<file path="src/logic/wallace_mult_pkg.sv">
`default_nettype none

package wallace_mult_pkg;

  // Datapath widths
  localparam int OPERAND_W   = 16;
  localparam int PRODUCT_W   = 32;
  localparam int NUM_PP_ROWS = 16;

  // APB bus widths
  localparam int APB_ADDR_W = 8;
  localparam int APB_DATA_W = 32;

  // Register map
  localparam logic [APB_ADDR_W-1:0] ADDR_OPERAND_A = 8'h00;
  localparam logic [APB_ADDR_W-1:0] ADDR_OPERAND_B = 8'h04;
  localparam logic [APB_ADDR_W-1:0] ADDR_CTRL      = 8'h08;
  localparam logic [APB_ADDR_W-1:0] ADDR_STATUS    = 8'h0C;
  localparam logic [APB_ADDR_W-1:0] ADDR_PRODUCT   = 8'h10;

  localparam int STATUS_BUSY_BIT = 0;
  localparam int STATUS_DONE_BIT = 1;
  localparam int CTRL_START_BIT  = 0;

  // Bit i of a row has weight 2**i
  typedef logic [PRODUCT_W-1:0] row_t;

  typedef struct packed {
    logic [OPERAND_W-1:0] a;
    logic [OPERAND_W-1:0] b;
  } operand_t;

  typedef struct packed {
    row_t sum_row;
    row_t carry_row;
  } csa_pair_t;

  typedef struct packed {
    logic                  psel;
    logic                  penable;
    logic                  pwrite;
    logic [APB_ADDR_W-1:0] paddr;
    logic [APB_DATA_W-1:0] pwdata;
  } apb_req_t;

  typedef struct packed {
    logic [APB_DATA_W-1:0] prdata;
    logic                  pready;
    logic                  pslverr;
  } apb_rsp_t;

endpackage

`default_nettype wire

</file>
<file path="src/logic/apb_mult_regs.sv">
`timescale 1ns/1ns
`default_nettype none

module apb_mult_regs (
  input  wire                             clk,
  input  wire                             rst_n,
  input  wire wallace_mult_pkg::apb_req_t apb_req,
  output wallace_mult_pkg::apb_rsp_t      apb_rsp,
  output logic                            op_valid,
  output wallace_mult_pkg::operand_t      op,
  input  wire                             res_valid,
  input  wire wallace_mult_pkg::row_t     product
);

  import wallace_mult_pkg::*;

  logic                  access;
  logic                  stall;
  logic                  xfer;
  logic                  wr_xfer;
  logic                  start;
  logic                  mapped;
  logic [APB_DATA_W-1:0] rd_data;
  logic                  busy;
  logic                  done;
  row_t                  product_q;

  assign access = apb_req.psel & apb_req.penable;

  // Product reads wait for the running operation
  assign stall = access & ~apb_req.pwrite & (apb_req.paddr == ADDR_PRODUCT) & busy;

  assign xfer    = access & ~stall;
  assign wr_xfer = xfer & apb_req.pwrite;

  // Start is dropped while busy
  assign start = wr_xfer & (apb_req.paddr == ADDR_CTRL) &
                 apb_req.pwdata[CTRL_START_BIT] & ~busy;

  // Address decode and read mux
  always_comb begin
    mapped  = 1'b1;
    rd_data = '0;
    case (apb_req.paddr)
      ADDR_OPERAND_A: rd_data = APB_DATA_W'(op.a);
      ADDR_OPERAND_B: rd_data = APB_DATA_W'(op.b);
      ADDR_CTRL:      rd_data = '0;
      ADDR_STATUS: begin
        rd_data[STATUS_BUSY_BIT] = busy;
        rd_data[STATUS_DONE_BIT] = done;
      end
      ADDR_PRODUCT:   rd_data = APB_DATA_W'(product_q);
      default:        mapped  = 1'b0;
    endcase
  end

  always_comb begin
    apb_rsp.prdata  = apb_req.pwrite ? '0 : rd_data;
    apb_rsp.pready  = ~stall;
    apb_rsp.pslverr = access & ~mapped;
  end

  always_ff @(posedge clk) begin
    if (!rst_n) begin
      op        <= '0;
      op_valid  <= 1'b0;
      busy      <= 1'b0;
      done      <= 1'b0;
      product_q <= '0;
    end else begin
      op_valid <= start;

      // Operands stay writable during an operation
      if (wr_xfer && apb_req.paddr == ADDR_OPERAND_A) begin
        op.a <= apb_req.pwdata[OPERAND_W-1:0];
      end
      if (wr_xfer && apb_req.paddr == ADDR_OPERAND_B) begin
        op.b <= apb_req.pwdata[OPERAND_W-1:0];
      end

      if (start) begin
        busy <= 1'b1;
        done <= 1'b0;
      end else if (res_valid) begin
        busy      <= 1'b0;
        done      <= 1'b1;
        product_q <= product;
      end
    end
  end

endmodule

`default_nettype wire

</file>
<file path="src/logic/csa_layer.sv">
`timescale 1ns/1ns
`default_nettype none

module csa_layer #(
  parameter  int ROWS_IN  = 3,
  localparam int ROWS_OUT = 2 * (ROWS_IN / 3) + (ROWS_IN % 3)
) (
  input  wire wallace_mult_pkg::row_t rows_in  [ROWS_IN],
  output wallace_mult_pkg::row_t      rows_out [ROWS_OUT]
);

  import wallace_mult_pkg::*;

  localparam int GROUPS   = ROWS_IN / 3;
  localparam int LEFTOVER = ROWS_IN % 3;

  // Full adders across each group of three rows
  for (genvar g = 0; g < GROUPS; g++) begin : g_fa
    row_t x;
    row_t y;
    row_t z;
    row_t maj;

    assign x   = rows_in[3*g];
    assign y   = rows_in[3*g+1];
    assign z   = rows_in[3*g+2];
    assign maj = (x & y) | (x & z) | (y & z);

    assign rows_out[2*g]   = x ^ y ^ z;
    // Carry moves one column up
    assign rows_out[2*g+1] = maj << 1;
  end

  // Rows left over go to the next level untouched
  for (genvar r = 0; r < LEFTOVER; r++) begin : g_pass
    assign rows_out[2*GROUPS+r] = rows_in[3*GROUPS+r];
  end

endmodule

`default_nettype wire

</file>
<file path="src/logic/partial_products.sv">
`timescale 1ns/1ns
`default_nettype none

module partial_products (
  input  wire wallace_mult_pkg::operand_t op,
  output wallace_mult_pkg::row_t          rows [wallace_mult_pkg::NUM_PP_ROWS]
);

  import wallace_mult_pkg::*;

  // AND array with one row per bit of b
  for (genvar i = 0; i < NUM_PP_ROWS; i++) begin : g_row
    logic [OPERAND_W-1:0] and_bits;
    row_t                 wide_bits;

    assign and_bits  = op.a & {OPERAND_W{op.b[i]}};
    assign wide_bits = row_t'(and_bits);

    // Weight of row i starts at 2**i
    assign rows[i] = wide_bits << i;
  end

endmodule

`default_nettype wire

</file>
<file path="src/logic/stage_reg.sv">
`timescale 1ns/1ns
`default_nettype none

module stage_reg #(
  parameter type payload_t = logic
) (
  input  wire           clk,
  input  wire           rst_n,
  input  wire           in_valid,
  input  wire payload_t in_data,
  output logic          out_valid,
  output payload_t      out_data
);

  always_ff @(posedge clk) begin
    if (!rst_n) begin
      out_valid <= 1'b0;
      out_data  <= '0;
    end else begin
      out_valid <= in_valid;
      // Hold last payload when the stage is empty
      if (in_valid) begin
        out_data <= in_data;
      end
    end
  end

endmodule

`default_nettype wire

</file>
<file path="src/logic/wallace_mult_apb.sv">
`timescale 1ns/1ns
`default_nettype none

module wallace_mult_apb (
  input  wire                             clk,
  input  wire                             rst_n,
  input  wire wallace_mult_pkg::apb_req_t apb_req,
  output wallace_mult_pkg::apb_rsp_t      apb_rsp
);

  import wallace_mult_pkg::*;

  // Register block to multiplier link
  logic     op_valid;
  operand_t op;
  logic     res_valid;
  row_t     product;

  apb_mult_regs u_regs (
    .clk       (clk),
    .rst_n     (rst_n),
    .apb_req   (apb_req),
    .apb_rsp   (apb_rsp),
    .op_valid  (op_valid),
    .op        (op),
    .res_valid (res_valid),
    .product   (product)
  );

  wallace_mult_core u_core (
    .clk       (clk),
    .rst_n     (rst_n),
    .op_valid  (op_valid),
    .op        (op),
    .res_valid (res_valid),
    .product   (product)
  );

endmodule

`default_nettype wire

</file>
<file path="src/logic/wallace_mult_core.sv">
`timescale 1ns/1ns
`default_nettype none

module wallace_mult_core (
  input  wire                             clk,
  input  wire                             rst_n,
  input  wire                             op_valid,
  input  wire wallace_mult_pkg::operand_t op,
  output logic                            res_valid,
  output wallace_mult_pkg::row_t          product
);

  import wallace_mult_pkg::*;

  logic      s1_valid;
  operand_t  s1_op;
  row_t      pp_rows [NUM_PP_ROWS];
  csa_pair_t tree_cs;
  logic      s2_valid;
  csa_pair_t s2_cs;
  row_t      final_sum;

  // Stage 1 captures the operands
  stage_reg #(.payload_t(operand_t)) u_stage1 (
    .clk       (clk),
    .rst_n     (rst_n),
    .in_valid  (op_valid),
    .in_data   (op),
    .out_valid (s1_valid),
    .out_data  (s1_op)
  );

  partial_products u_pp (
    .op   (s1_op),
    .rows (pp_rows)
  );

  wallace_tree u_tree (
    .rows (pp_rows),
    .cs   (tree_cs)
  );

  // Stage 2 holds the carry-save pair out of the tree
  stage_reg #(.payload_t(csa_pair_t)) u_stage2 (
    .clk       (clk),
    .rst_n     (rst_n),
    .in_valid  (s1_valid),
    .in_data   (tree_cs),
    .out_valid (s2_valid),
    .out_data  (s2_cs)
  );

  // Final carry-propagate add
  assign final_sum = s2_cs.sum_row + s2_cs.carry_row;

  // Stage 3 holds the product
  stage_reg #(.payload_t(row_t)) u_stage3 (
    .clk       (clk),
    .rst_n     (rst_n),
    .in_valid  (s2_valid),
    .in_data   (final_sum),
    .out_valid (res_valid),
    .out_data  (product)
  );

endmodule

`default_nettype wire

</file>
<file path="src/logic/wallace_tree.sv">
`timescale 1ns/1ns
`default_nettype none

module wallace_tree (
  input  wire wallace_mult_pkg::row_t rows [wallace_mult_pkg::NUM_PP_ROWS],
  output wallace_mult_pkg::csa_pair_t cs
);

  import wallace_mult_pkg::*;

  // Row count at each level of the reduction
  localparam int LEVELS [7] = '{NUM_PP_ROWS, 11, 8, 6, 4, 3, 2};

  row_t lvl1 [LEVELS[1]];
  row_t lvl2 [LEVELS[2]];
  row_t lvl3 [LEVELS[3]];
  row_t lvl4 [LEVELS[4]];
  row_t lvl5 [LEVELS[5]];
  row_t lvl6 [LEVELS[6]];

  csa_layer #(.ROWS_IN(LEVELS[0])) u_level1 (
    .rows_in  (rows),
    .rows_out (lvl1)
  );

  csa_layer #(.ROWS_IN(LEVELS[1])) u_level2 (
    .rows_in  (lvl1),
    .rows_out (lvl2)
  );

  csa_layer #(.ROWS_IN(LEVELS[2])) u_level3 (
    .rows_in  (lvl2),
    .rows_out (lvl3)
  );

  csa_layer #(.ROWS_IN(LEVELS[3])) u_level4 (
    .rows_in  (lvl3),
    .rows_out (lvl4)
  );

  csa_layer #(.ROWS_IN(LEVELS[4])) u_level5 (
    .rows_in  (lvl4),
    .rows_out (lvl5)
  );

  csa_layer #(.ROWS_IN(LEVELS[5])) u_level6 (
    .rows_in  (lvl5),
    .rows_out (lvl6)
  );

  // Last level is a single group, so row 0 is sum and row 1 is carry
  assign cs = '{sum_row: lvl6[0], carry_row: lvl6[1]};

endmodule

`default_nettype wire

</file>
<file path="config.mk">
export PLATFORM = sky130hd
export DESIGN_NAME = wallace_mult_apb
export DESIGN_NICKNAME = d
export VERILOG_FILES = /design/src/logic/wallace_mult_pkg.sv /design/src/logic/apb_mult_regs.sv /design/src/logic/csa_layer.sv /design/src/logic/partial_products.sv /design/src/logic/stage_reg.sv /design/src/logic/wallace_mult_apb.sv /design/src/logic/wallace_mult_core.sv /design/src/logic/wallace_tree.sv
export SDC_FILE = /design/constraint.sdc
export NUM_CORES = 1
export LEC_CHECK = 0
export BUFFER_PORTS_ARGS = -buffer_cell sky130_fd_sc_hd__buf_2
export CORE_ASPECT_RATIO = 1.25
export CORE_MARGIN = 2
export CORE_UTILIZATION = 68
export DETAILED_ROUTE_END_ITERATION = 8
export PLACE_DENSITY = 0.87
export SLEW_MARGIN = 20
export SYNTH_ARGS = -nofsm -noshare
export SYNTH_HDL_FRONTEND = slang
export SYNTH_SLANG_ARGS = --single-unit
export TNS_END_PERCENT = 20
</file>
<file path="constraint.sdc">
create_clock -name clk -period 10.35 [get_ports clk]
set_input_delay 2.07 -clock clk [delete_from_list [all_inputs] [get_ports clk]]
set_output_delay 2.07 -clock clk [all_outputs]
set_load 0.02 [all_outputs]
</file>
==> flow_summary.toml, run 1 <==
[clocking]
cts_max_level = 4
path_clk_slew_ns = 0.07
cts_buffers = 17
cts_setup_buffers = 0
ctsResizeCount = 0
cts_root_buffer = "clkbuf_16"
max-clock-path-buffers = 2
cts_tree = "done"
clock-sinks = 190
clock_latency_ns = 0.44
holdBufCountCts = 0

[min_path]
hold_path.class = "reg -> reg"
holdPathEnd = "u_regs.product_q[14]"
hold_path.startpoint = "u_core.u_stage3.out_data[14]"
worstHoldPathCells = 2

[critical_path]
cp.arrival_ns = 4.40
r2r_cells = 12
startpoint = "apb_req[37]"
worst_setup_path_end_kind = "primary output"
crit_path_start_kind = "primary input"
critPathRequiredTime_ns = 8.28
critPathKind = "in -> out"
crit-reg2reg-launch = "u_core.u_stage1.out_data[13]"
r2r-end = "u_core.u_stage2.out_data[53]"
critical_path.max_fanout = 18
regToRegSetupSlack_ns = 5.63

[cells_and_area]
design_area_mm2 = 0.0159
num_antenna_cells = 0
fill_cells = 1510
fin_nets = 1971
area_growth_pct = 5.97
drive_gt1_frac = 0.0777

[global_route]
grt_usage = 0.327
grt_pass1_vias = 12200
grt-ovfl-total = 0
grt_pass1_wl_um = 59700
grt_max_degree = 105
antenna_found_initial = 0

[yosys]
syn_nets = 1981
synthDistinctLibCells = 50
synth_async_sr_flop_share = 0
synth_area_mm2 = 0.0150
synthDominantCellAreaShare = 0.268
yosysSeqAreaShare = 0.254
synth-edff-count = 0
synth.largest_area_cell = "fa_1"
ys.flop_type = "dfxtp_1"
yosys_warnings = 0
syn_area_per_cell_um2 = 9.05
synth_area_leaders = "fa_1, dfxtp_1, nand2_1"
synthCells = 1658
synth_common_cells = "nand2_1, fa_1, dfxtp_1"
synth_most_common_cell = "nand2_1"
synth_seq_cells = 190

[sta]
maxSlewViolCount = 0
skew_ns = 0.0127
tightest_slew_ns = 1.06
setup_violations = 0
setup_ws_ns = 3.88
relSlewSlack = 0.292
timing_hold_violations_final = 0
post-route-period-util = 0.625
fmax_mhz = 155
fin_tns_setup_ns = 0
finalCriticalPeriod_ns = 6.47
rsz0062_at_grt = "no"

[placed_design]
buffer_ports.inserted = 62
placed_area_mm2 = 0.0153
gp_congestion = 0.915
preCtsSetupSlack_ns = 3.89
dp_hpwl_um = 26200

[pwr]
ir_drop_v = 0.000139
powerDensity_mw_per_mm2 = 87.6
p_leak_nw = 6.20

[floorplan]
rows = 60
fp.dieArea_mm2 = 0.0233
core-area_mm2 = 0.0216
pin_count = 79
dieWidth_um = 137
fp.dieH_um = 170
start_util = 0.694

[routing]
ant_nets = 0
detail_route.first_pass.iterations = 6
drc = 0
routed_via_density = 6.01
wirelength_um = 35900
wire_per_inst_um = 18.5
drtIter0Drc = 1042
vias = 11700

[job]
max_cap_violations = 0

[status]
status = "completed"
-- metrics by stage --
step	power (W)	cells	hold WS [ns]	util
4_1_cts	0.00139	1940	0.455	0.735
6_report	0.00139	1940	0.456	0.735
2_1_floorplan	0.000760	1658	0.425	-
3_5_place_dp	0.000771	1908	0.445	0.708
5_1_grt	0.00143	1940	0.470	0.735
3_3_place_gp	0.000770	1908	0.440	0.708
-- logic make-up (layout without fill, tap and decap cells) --
family / Yosys count / count (layout) / share of synthesized area
and+or+nand+nor: 620 / 620 / 0.189
adders and majority gates: 278 / 278 / 0.332
buffers and inverters: 270 / 273 / 0.0698
DFF: 190 / 190 / 0.254
AOI/OAI and AO/OA: 175 / 175 / 0.0735
muxes: 104 / 104 / 0.0695
xor gates and xnor gates: 21 / 21 / 0.0123
-- routing by layer --
metal | up-vias | GRT usage | share of wire | wire [um]
met5 | - | 0 | 0 | 0
met4 | 0 | 0.160 | 0.048 | 1740
met3 | 145 | 0.0494 | 0.065 | 2330
met2 | 529 | 0.561 | 0.51 | 18300
met1 | 5787 | 0.402 | 0.38 | 13500
li1 | 5206 | - | - | -
-- worst max-delay path by stage --
stage             endpoint  slack (ns)
3_5_place_dp   apb_rsp[25]        3.89
3_3_place_gp   apb_rsp[31]        3.95
5_1_grt        apb_rsp[32]        3.73
4_1_cts        apb_rsp[25]        3.87
6_report       apb_rsp[23]        3.88
2_1_floorplan   apb_rsp[2]        4.54
-- sequential cells by signal, indices dropped and copies added, names as in the netlist --
| signal | cells |
|---|---|
| u_regs.op_valid | 1 |
| u_regs.op | 32 |
| u_core.u_stage2.out_data | 56 |
| u_regs.busy | 1 |
| u_core.u_stage3.out_data | 32 |
| u_regs.done | 1 |
| u_core.u_stage2.out_valid | 1 |
| u_core.u_stage1.out_data | 32 |
| u_core.u_stage1.out_valid | 1 |
| u_regs.product_q | 32 |
| u_core.u_stage3.out_valid | 1 |
-- layout by cell type (no fill, tap or decap), drive strengths merged, types with 14 or more instances in the layout --
cell type / Yosys / routed
a222oi: 14 / 14
nor2: 139 / 139
nand3: 16 / 16
mux2i: 103 / 103
inv: 174 / 181
ha: 77 / 77
clkbuf: 65 / 18
and2: 145 / 145
a21oi: 94 / 94
nand2: 291 / 291
fa: 201 / 201
buf: 31 / 67
dfxtp: 190 / 190
o21ai: 23 / 23
-- report_power, final --
part	leakage (nW)	internal (W)	switching, W
Clock	0.282	0.000328	0.000311
Combinational	4.39	0.00000569	0.0000179
Sequential	1.53	0.000730	0.0000000698
Total	6.20	0.00106	0.000329
-- area by class of cell --
type / count / area, um2 / share of cell area
Multi-Input combinational cell: 1198 / 10200 / 0.639
Sequential cell: 190 / 3810 / 0.240
Inverter: 174 / 656 / 0.0412
Clock buffer: 18 / 439 / 0.0276
Tap cell: 279 / 349 / 0.0220
Timing Repair Buffer: 67 / 348 / 0.0219
Clock inverter: 14 / 144 / 0.00905
-- critical path: stages --
cell and delay [ns]:
buf_2 0.10, or4_4 0.55, nor2_1 0.18, and3_1 0.63, and2b_1 0.50, and2_1 0.20, buf_2 0.16
No activity file was read; power rests on OpenSTA's default activity.
==> run 2: changes to the inputs <==
--- a/config.mk
+++ b/config.mk
@@ -5,12 +5,13 @@
 export SDC_FILE = /design/constraint.sdc
 export NUM_CORES = 1
 export LEC_CHECK = 0
+export ABC_AREA = 1
 export BUFFER_PORTS_ARGS = -buffer_cell sky130_fd_sc_hd__buf_2
 export CORE_ASPECT_RATIO = 1.25
 export CORE_MARGIN = 2
-export CORE_UTILIZATION = 68
+export CORE_UTILIZATION = 57
 export DETAILED_ROUTE_END_ITERATION = 8
-export PLACE_DENSITY = 0.87
+export PLACE_DENSITY = 0.78
 export SLEW_MARGIN = 20
 export SYNTH_ARGS = -nofsm -noshare
 export SYNTH_HDL_FRONTEND = slang
==> constraint.sdc (replaced) <==
create_clock -name clk -period 5.8 [get_ports clk]
set_input_delay 1.16 -clock clk [delete_from_list [all_inputs] [get_ports clk]]
set_output_delay 1.16 -clock clk [all_outputs]
set_load 0.02 [all_outputs]
==> flow_summary.toml, run 2 <==
[clocking]
holdBufCountCts = 0
clock_latency_ns = 0.45
cts_tree = "done"
cts_setup_buffers = 0
path_clk_slew_ns = 0.08
cts_root_buffer = "clkbuf_16"
clock-sinks = 190
cts_buffers = 17
max-clock-path-buffers = 2
ctsResizeCount = 0
cts_max_level = 4

[critical_path]
crit_chain = "nand2_1 -> fa_1 -> fa_1 -> fa_1 -> inv_1 -> fa_1 -> inv_1 -> fa_1 -> inv_1 -> fa_1 -> nor2_1 -> nor2_1"
r2r_cells = 12
critPathRequiredTime_ns = 6.17
critPathKind = "reg -> reg"
regToRegSetupSlack_ns = 1.30
cpPeakStageDelay_ns = 0.89
worst_setup_path_end_kind = "flip-flop"
r2r-end = "u_core.u_stage2.out_data[53]"
cp.arrival_ns = 4.88
cp-endpoint = "u_core.u_stage2.out_data[53]"
startpoint = "u_core.u_stage1.out_data[27]"
crit_path_top_delay_cell = "dfxtp_1"
critical_path.max_fanout = 17
crit_path_start_kind = "flip-flop"
cpMostUsedCell = "fa_1"
crit-reg2reg-launch = "u_core.u_stage1.out_data[27]"

[routing]
drc = 0
drtIter0Drc = 873
ant_nets = 0
wirelength_um = 37800
wire_per_inst_um = 15.0
vias = 13100
routed_via_density = 5.22
detail_route.first_pass.iterations = 5

[sta]
maxSlewViolCount = 0
post-route-period-util = 0.776
hold_ws_ns = 0.453
fmax_mhz = 222
fin_tns_setup_ns = 0
setup_violations = 0
finalCriticalPeriod_ns = 4.50
tightest_slew_ns = 0.874
skew_ns = 0.0116
setup_ws_ns = 1.30
timing_hold_violations_final = 0
relSlewSlack = 0.417
rsz0062_at_grt = "no"

[yosys]
synth_most_common_cell = "nand2_1"
synth_seq_cells = 190
synthCells = 2185
yosys_warnings = 0
ys.flop_type = "dfxtp_1"
synthDominantCellAreaShare = 0.253
synth_area_mm2 = 0.0159
syn_area_per_cell_um2 = 7.28
synth.largest_area_cell = "fa_1"
synth_common_cells = "nand2_1, inv_1, nor2_1"
synth_async_sr_flop_share = 0
yosysSeqAreaShare = 0.239
synth_area_leaders = "fa_1, dfxtp_1, nand2_1"
synth-edff-count = 0
syn_nets = 2508
synthDistinctLibCells = 34

[cells_and_area]
drive_gt1_frac = 0.0586
largest_register_ffs = 56
area_growth_pct = 5.77
final_common_cell = "nand2_1"
multi_input_area_mm2 = 0.00987
fin_nets = 2478
design_area_mm2 = 0.0168
top_register = "u_core.u_stage2.out_data"
fill_cells = 2471
num_antenna_cells = 0
seq_area_mm2 = 0.00380
final_cell_mix = "nand2_1, inv_1, nor2_1"

[pwr]
powerDensity_mw_per_mm2 = 152
ir_drop_v = 0.000198
p_leak_nw = 8.73

[global_route]
antenna_found_initial = 0
grt-ovfl-total = 0
grt_usage = 0.272
grt_max_degree = 149
grt_pass1_vias = 13200
grt_pass1_wl_um = 64600

[placed_design]
buffer_ports.inserted = 62
dp_hpwl_um = 29200
gp_congestion = 0.897
preCtsSetupSlack_ns = 1.35
placed_area_mm2 = 0.0162

[floorplan]
fp.dieArea_mm2 = 0.0293
start_util = 0.577
rows = 68
dieWidth_um = 153
pin_count = 79
core-area_mm2 = 0.0276
fp.dieH_um = 191

[job]
max_cap_violations = 0

[status]
status = "completed"

[min_path]
hold_path.class = "reg -> reg"
run 2: changes by cell type in the layout (fill, tap and decap cells not counted), moves of 7 or more:
cell | previous run | this run
a21oi_1 | 84 | 75
a21oi_2 | 10 | 0
a222oi_1 | 14 | 0
and2_1 | 145 | 2
buf_4 | 5 | 12
inv_1 | 173 | 446
mux2i_1 | 103 | 0
nand2_1 | 279 | 481
nand2_2 | 12 | 2
nand2b_1 | 8 | 0
nand3_1 | 16 | 38
nor2_1 | 138 | 314
o21ai_0 | 23 | 175
xnor2_1 | 10 | 1
run 2: report_power, final:
group          switching [W]  internal [W]
Combinational      0.0000341     0.0000152
Sequential       0.000000366       0.00130
Clock               0.000610      0.000590
run 2: cells by family (layout without fill, tap and decap cells):
logic type      after synthesis  count (layout)  synth area share
simple gates                866             866             0.216
buf+inv                     573             556             0.140
fa+ha+maj                   278             278             0.314
compound gates              269             269            0.0861
flops                       190             190             0.239
xor+xnor                      9               9           0.00496
run 2: worst min path at each step:
stage                                    start              endpoint  slack (ns)  cells past startpoint
final                     u_regs.product_q[17]  u_regs.product_q[17]        0.45                      2
after global routing      u_regs.product_q[18]  u_regs.product_q[18]        0.47                      2
after CTS                 u_regs.product_q[18]  u_regs.product_q[18]        0.46                      2
after detailed placement  u_regs.product_q[17]  u_regs.product_q[17]        0.45                      2
after global placement    u_regs.product_q[28]  u_regs.product_q[28]        0.44                      2
after floorplan            u_regs.product_q[1]   u_regs.product_q[1]        0.42                      2
run 2: critical path, delay by kind of cell, from the launching register on:
family	cells	cell delay, ns
buf+inv	3	0.16
fa+ha+maj	6	3.02
flops	1	0.89
simple gates	3	0.36
run 2: per-stage QoR:
stage | util | power [W] | cells
after CTS | 0.610 | 0.00256 | 2518
after detailed placement | 0.588 | 0.00138 | 2486
after global placement | 0.588 | 0.00138 | 2486
after floorplan | - | 0.00136 | 2185
final | 0.610 | 0.00255 | 2518
after global routing | 0.610 | 0.00261 | 2518
run 2: cell type report:
| class | instances | share of cell area |
|---|---|---|
| multi-input cells | 1422 | 0.587 |
| flip-flops and latches | 190 | 0.226 |
| inverters | 450 | 0.100 |
| well taps | 350 | 0.0260 |
| clock buffers | 17 | 0.0253 |
| repair buffers | 74 | 0.0242 |
| clock inverters | 15 | 0.0110 |
run 2: per-layer routing:
metal,share of wire,track usage
met4,0.029,0.0935
met2,0.49,0.461
met1,0.43,0.365
met5,0,0
met3,0.054,0.0291
==> run 3: changes to the inputs <==
--- a/config.mk
+++ b/config.mk
@@ -5,13 +5,13 @@
 export SDC_FILE = /design/constraint.sdc
 export NUM_CORES = 1
 export LEC_CHECK = 0
-export ABC_AREA = 1
+export ABC_AREA = 0
 export BUFFER_PORTS_ARGS = -buffer_cell sky130_fd_sc_hd__buf_2
 export CORE_ASPECT_RATIO = 1.25
 export CORE_MARGIN = 2
-export CORE_UTILIZATION = 57
+export CORE_UTILIZATION = 63
 export DETAILED_ROUTE_END_ITERATION = 8
-export PLACE_DENSITY = 0.78
+export PLACE_DENSITY = 0.82
 export SLEW_MARGIN = 20
 export SYNTH_ARGS = -nofsm -noshare
 export SYNTH_HDL_FRONTEND = slang
==> constraint.sdc (replaced) <==
create_clock -name clk -period 4.2 [get_ports clk]
set_input_delay 0.84 -clock clk [delete_from_list [all_inputs] [get_ports clk]]
set_output_delay 0.84 -clock clk [all_outputs]
set_load 0.02 [all_outputs]
==> flow_summary.toml, run 3 (same netlist as run 1, synthesis figures left out) <==
[clocking]
cts_root_buffer = "clkbuf_16"
clock_latency_ns = 0.45
clock-sinks = 190
cts_tree = "done"
cts_max_level = 4
max-clock-path-buffers = 2
path_clk_slew_ns = 0.07
cts_buffers = 17

[critical_path]
regToRegSetupSlack_ns = 0.0005
cp.arrival_ns = 4.51
cpMostUsedCell = "fa_1"
critPathKind = "reg -> reg"
critPathRequiredTime_ns = 4.51
crit_path_top_delay_cell = "fa_2"
crit_chain = "buf_6 -> and2_4 -> fa_1 -> inv_1 -> fa_1 -> fa_1 -> fa_2 -> fa_1 -> inv_2 -> fa_2 -> mux2i_1 -> nor2_1"
r2r_cells = 12
cpLargestDelayFamily = "adder cells"
worst_setup_path_end_kind = "flip-flop"
crit_buf_inv = 3
crit-reg2reg-launch = "u_core.u_stage1.out_data[27]"
critical_path.max_fanout = 6
r2r-end = "u_core.u_stage2.out_data[49]"
cpPeakStageDelay_ns = 0.62
crit_path_start_kind = "flip-flop"

[floorplan]
rows = 63
fp.dieH_um = 177
pin_count = 79
fp.dieArea_mm2 = 0.0251
dieWidth_um = 142
core-area_mm2 = 0.0236
start_util = 0.636

[cells_and_area]
drive_gt1_frac = 0.130
post-route-util = 0.705
num_antenna_cells = 0
fin_nets = 2032
final_cells = 2014
area_growth_pct = 10.7
multi_input_area_mm2 = 0.0102
largest_register_ffs = 56
top_register = "u_core.u_stage2.out_data"
seq_area_mm2 = 0.00387
final_common_cell = "nand2_1"
fill_cells = 1627
final_cell_mix = "nand2_1, fa_1, inv_1"

[global_route]
grt_pass1_vias = 12300
grt_usage = 0.310
antenna_found_initial = 0
grt_pass1_wl_um = 60900
grt_max_degree = 103
grt-ovfl-total = 0

[placed_design]
dp_hpwl_um = 28400
dp_cells = 1974
gp_congestion = 0.930
buffer_ports.inserted = 62

[routing]
routed_via_density = 5.84
wirelength_um = 37300
drc = 0
detail_route.first_pass.iterations = 5
drtIter0Drc = 908
ant_nets = 0
wire_per_inst_um = 18.5
vias = 11800

[job]
max_cap_violations = 0

[sta]
post-route-period-util = 1.00
finalCriticalPeriod_ns = 4.20
rsz0062_at_grt = "yes"
tightest_slew_ns = 1.10
skew_ns = 0.0131
setup_violations = 0
timing_hold_violations_final = 0
relSlewSlack = 0.265
maxSlewViolCount = 0
fin_tns_setup_ns = 0
fmax_mhz = 238

[pwr]
p_leak_nw = 6.60
ir_drop_v = 0.000425
powerDensity_mw_per_mm2 = 215

[status]
status = "completed"

[min_path]
holdPathEnd = "u_regs.product_q[28]"
hold_path.class = "reg -> reg"
worstHoldPathCells = 2
hold_path.startpoint = "u_regs.product_q[28]"
run 3: cell count changes in the layout (fill, tap and decap cells not counted), moves of 13 or more:
cell	previous run	this run
a222oi_1	0	14
and2_1	2	140
buf_4	12	54
dfxtp_1	190	164
dfxtp_2	0	13
dfxtp_4	0	13
inv_1	446	171
mux2i_1	0	103
nand2_1	481	280
nand3_1	38	16
nor2_1	314	138
o21ai_0	175	23
run 3: repair_timing:
| item | CTS | global route |
|---|---|---|
| setup buffers | 0 | 8 |
| hold buffers | 0 | 0 |
| pin swaps | 0 | 17 |
| endpoints found under the setup margin | 17 | 24 |
| resized for setup | 13 | 37 |
run 3: how the worst max path moves through the flow:
| stage | from | end | slack [ns] | depth (start not counted) |
|---|---|---|---|---|
| 2_1_floorplan | u_core.u_stage1.out_data[23] | u_core.u_stage2.out_data[53] | 0.08 | 13 |
| 3_3_place_gp | u_core.u_stage1.out_data[14] | u_core.u_stage2.out_data[49] | -0.07 | 11 |
| 3_5_place_dp | u_core.u_stage1.out_data[14] | u_core.u_stage2.out_data[50] | -0.12 | 11 |
| 4_1_cts | u_core.u_stage1.out_data[7] | u_core.u_stage2.out_data[49] | -0.0007 | 11 |
| 5_1_grt | u_core.u_stage1.out_data[27] | u_core.u_stage2.out_data[49] | -0.08 | 12 |
| 6_report | u_core.u_stage1.out_data[27] | u_core.u_stage2.out_data[49] | 0.0005 | 12 |
run 3: metal layers:
| layer | part of all wire | global-route usage |
|---|---|---|
| met5 | 0 | 0 |
| met4 | 0.044 | 0.140 |
| met3 | 0.059 | 0.0396 |
| met2 | 0.50 | 0.526 |
| met1 | 0.39 | 0.397 |
run 3: worst min-delay path: stages (launching register included):
cell     delay, ns
dfxtp_1       0.31
nand2_1       0.05
a21oi_1       0.05
run 3: final cells by class:
| type | count | area share |
|---|---|---|
| Inverter | 174 | 0.0395 |
| Multi-Input combinational cell | 1198 | 0.612 |
| Tap cell | 292 | 0.0220 |
| Timing Repair Buffer | 128 | 0.0560 |
| Sequential cell | 190 | 0.233 |
| Clock inverter | 15 | 0.0118 |
| Clock buffer | 17 | 0.0256 |
run 3: power by group:
part / internal, W / switching (W) / total [W]
clock network: 0.000911 / 0.000803 / 0.00171
registers: 0.00179 / 0.000000218 / 0.00179
logic: 0.0000160 / 0.0000459 / 0.0000619
total: 0.00272 / 0.000849 / 0.00357
run 3: metrics by stage:
step                      power, W  area, um2  hold slack, ns  worst slack (ns)
final                      0.00357      16600           0.453          0.000496
after global routing       0.00366      16600           0.473           -0.0846
after CTS                  0.00359      16500           0.455         -0.000697
after detailed placement   0.00190      15800           0.444            -0.117
after global placement     0.00190      15800           0.440           -0.0748
after floorplan            0.00187      15000           0.425            0.0764
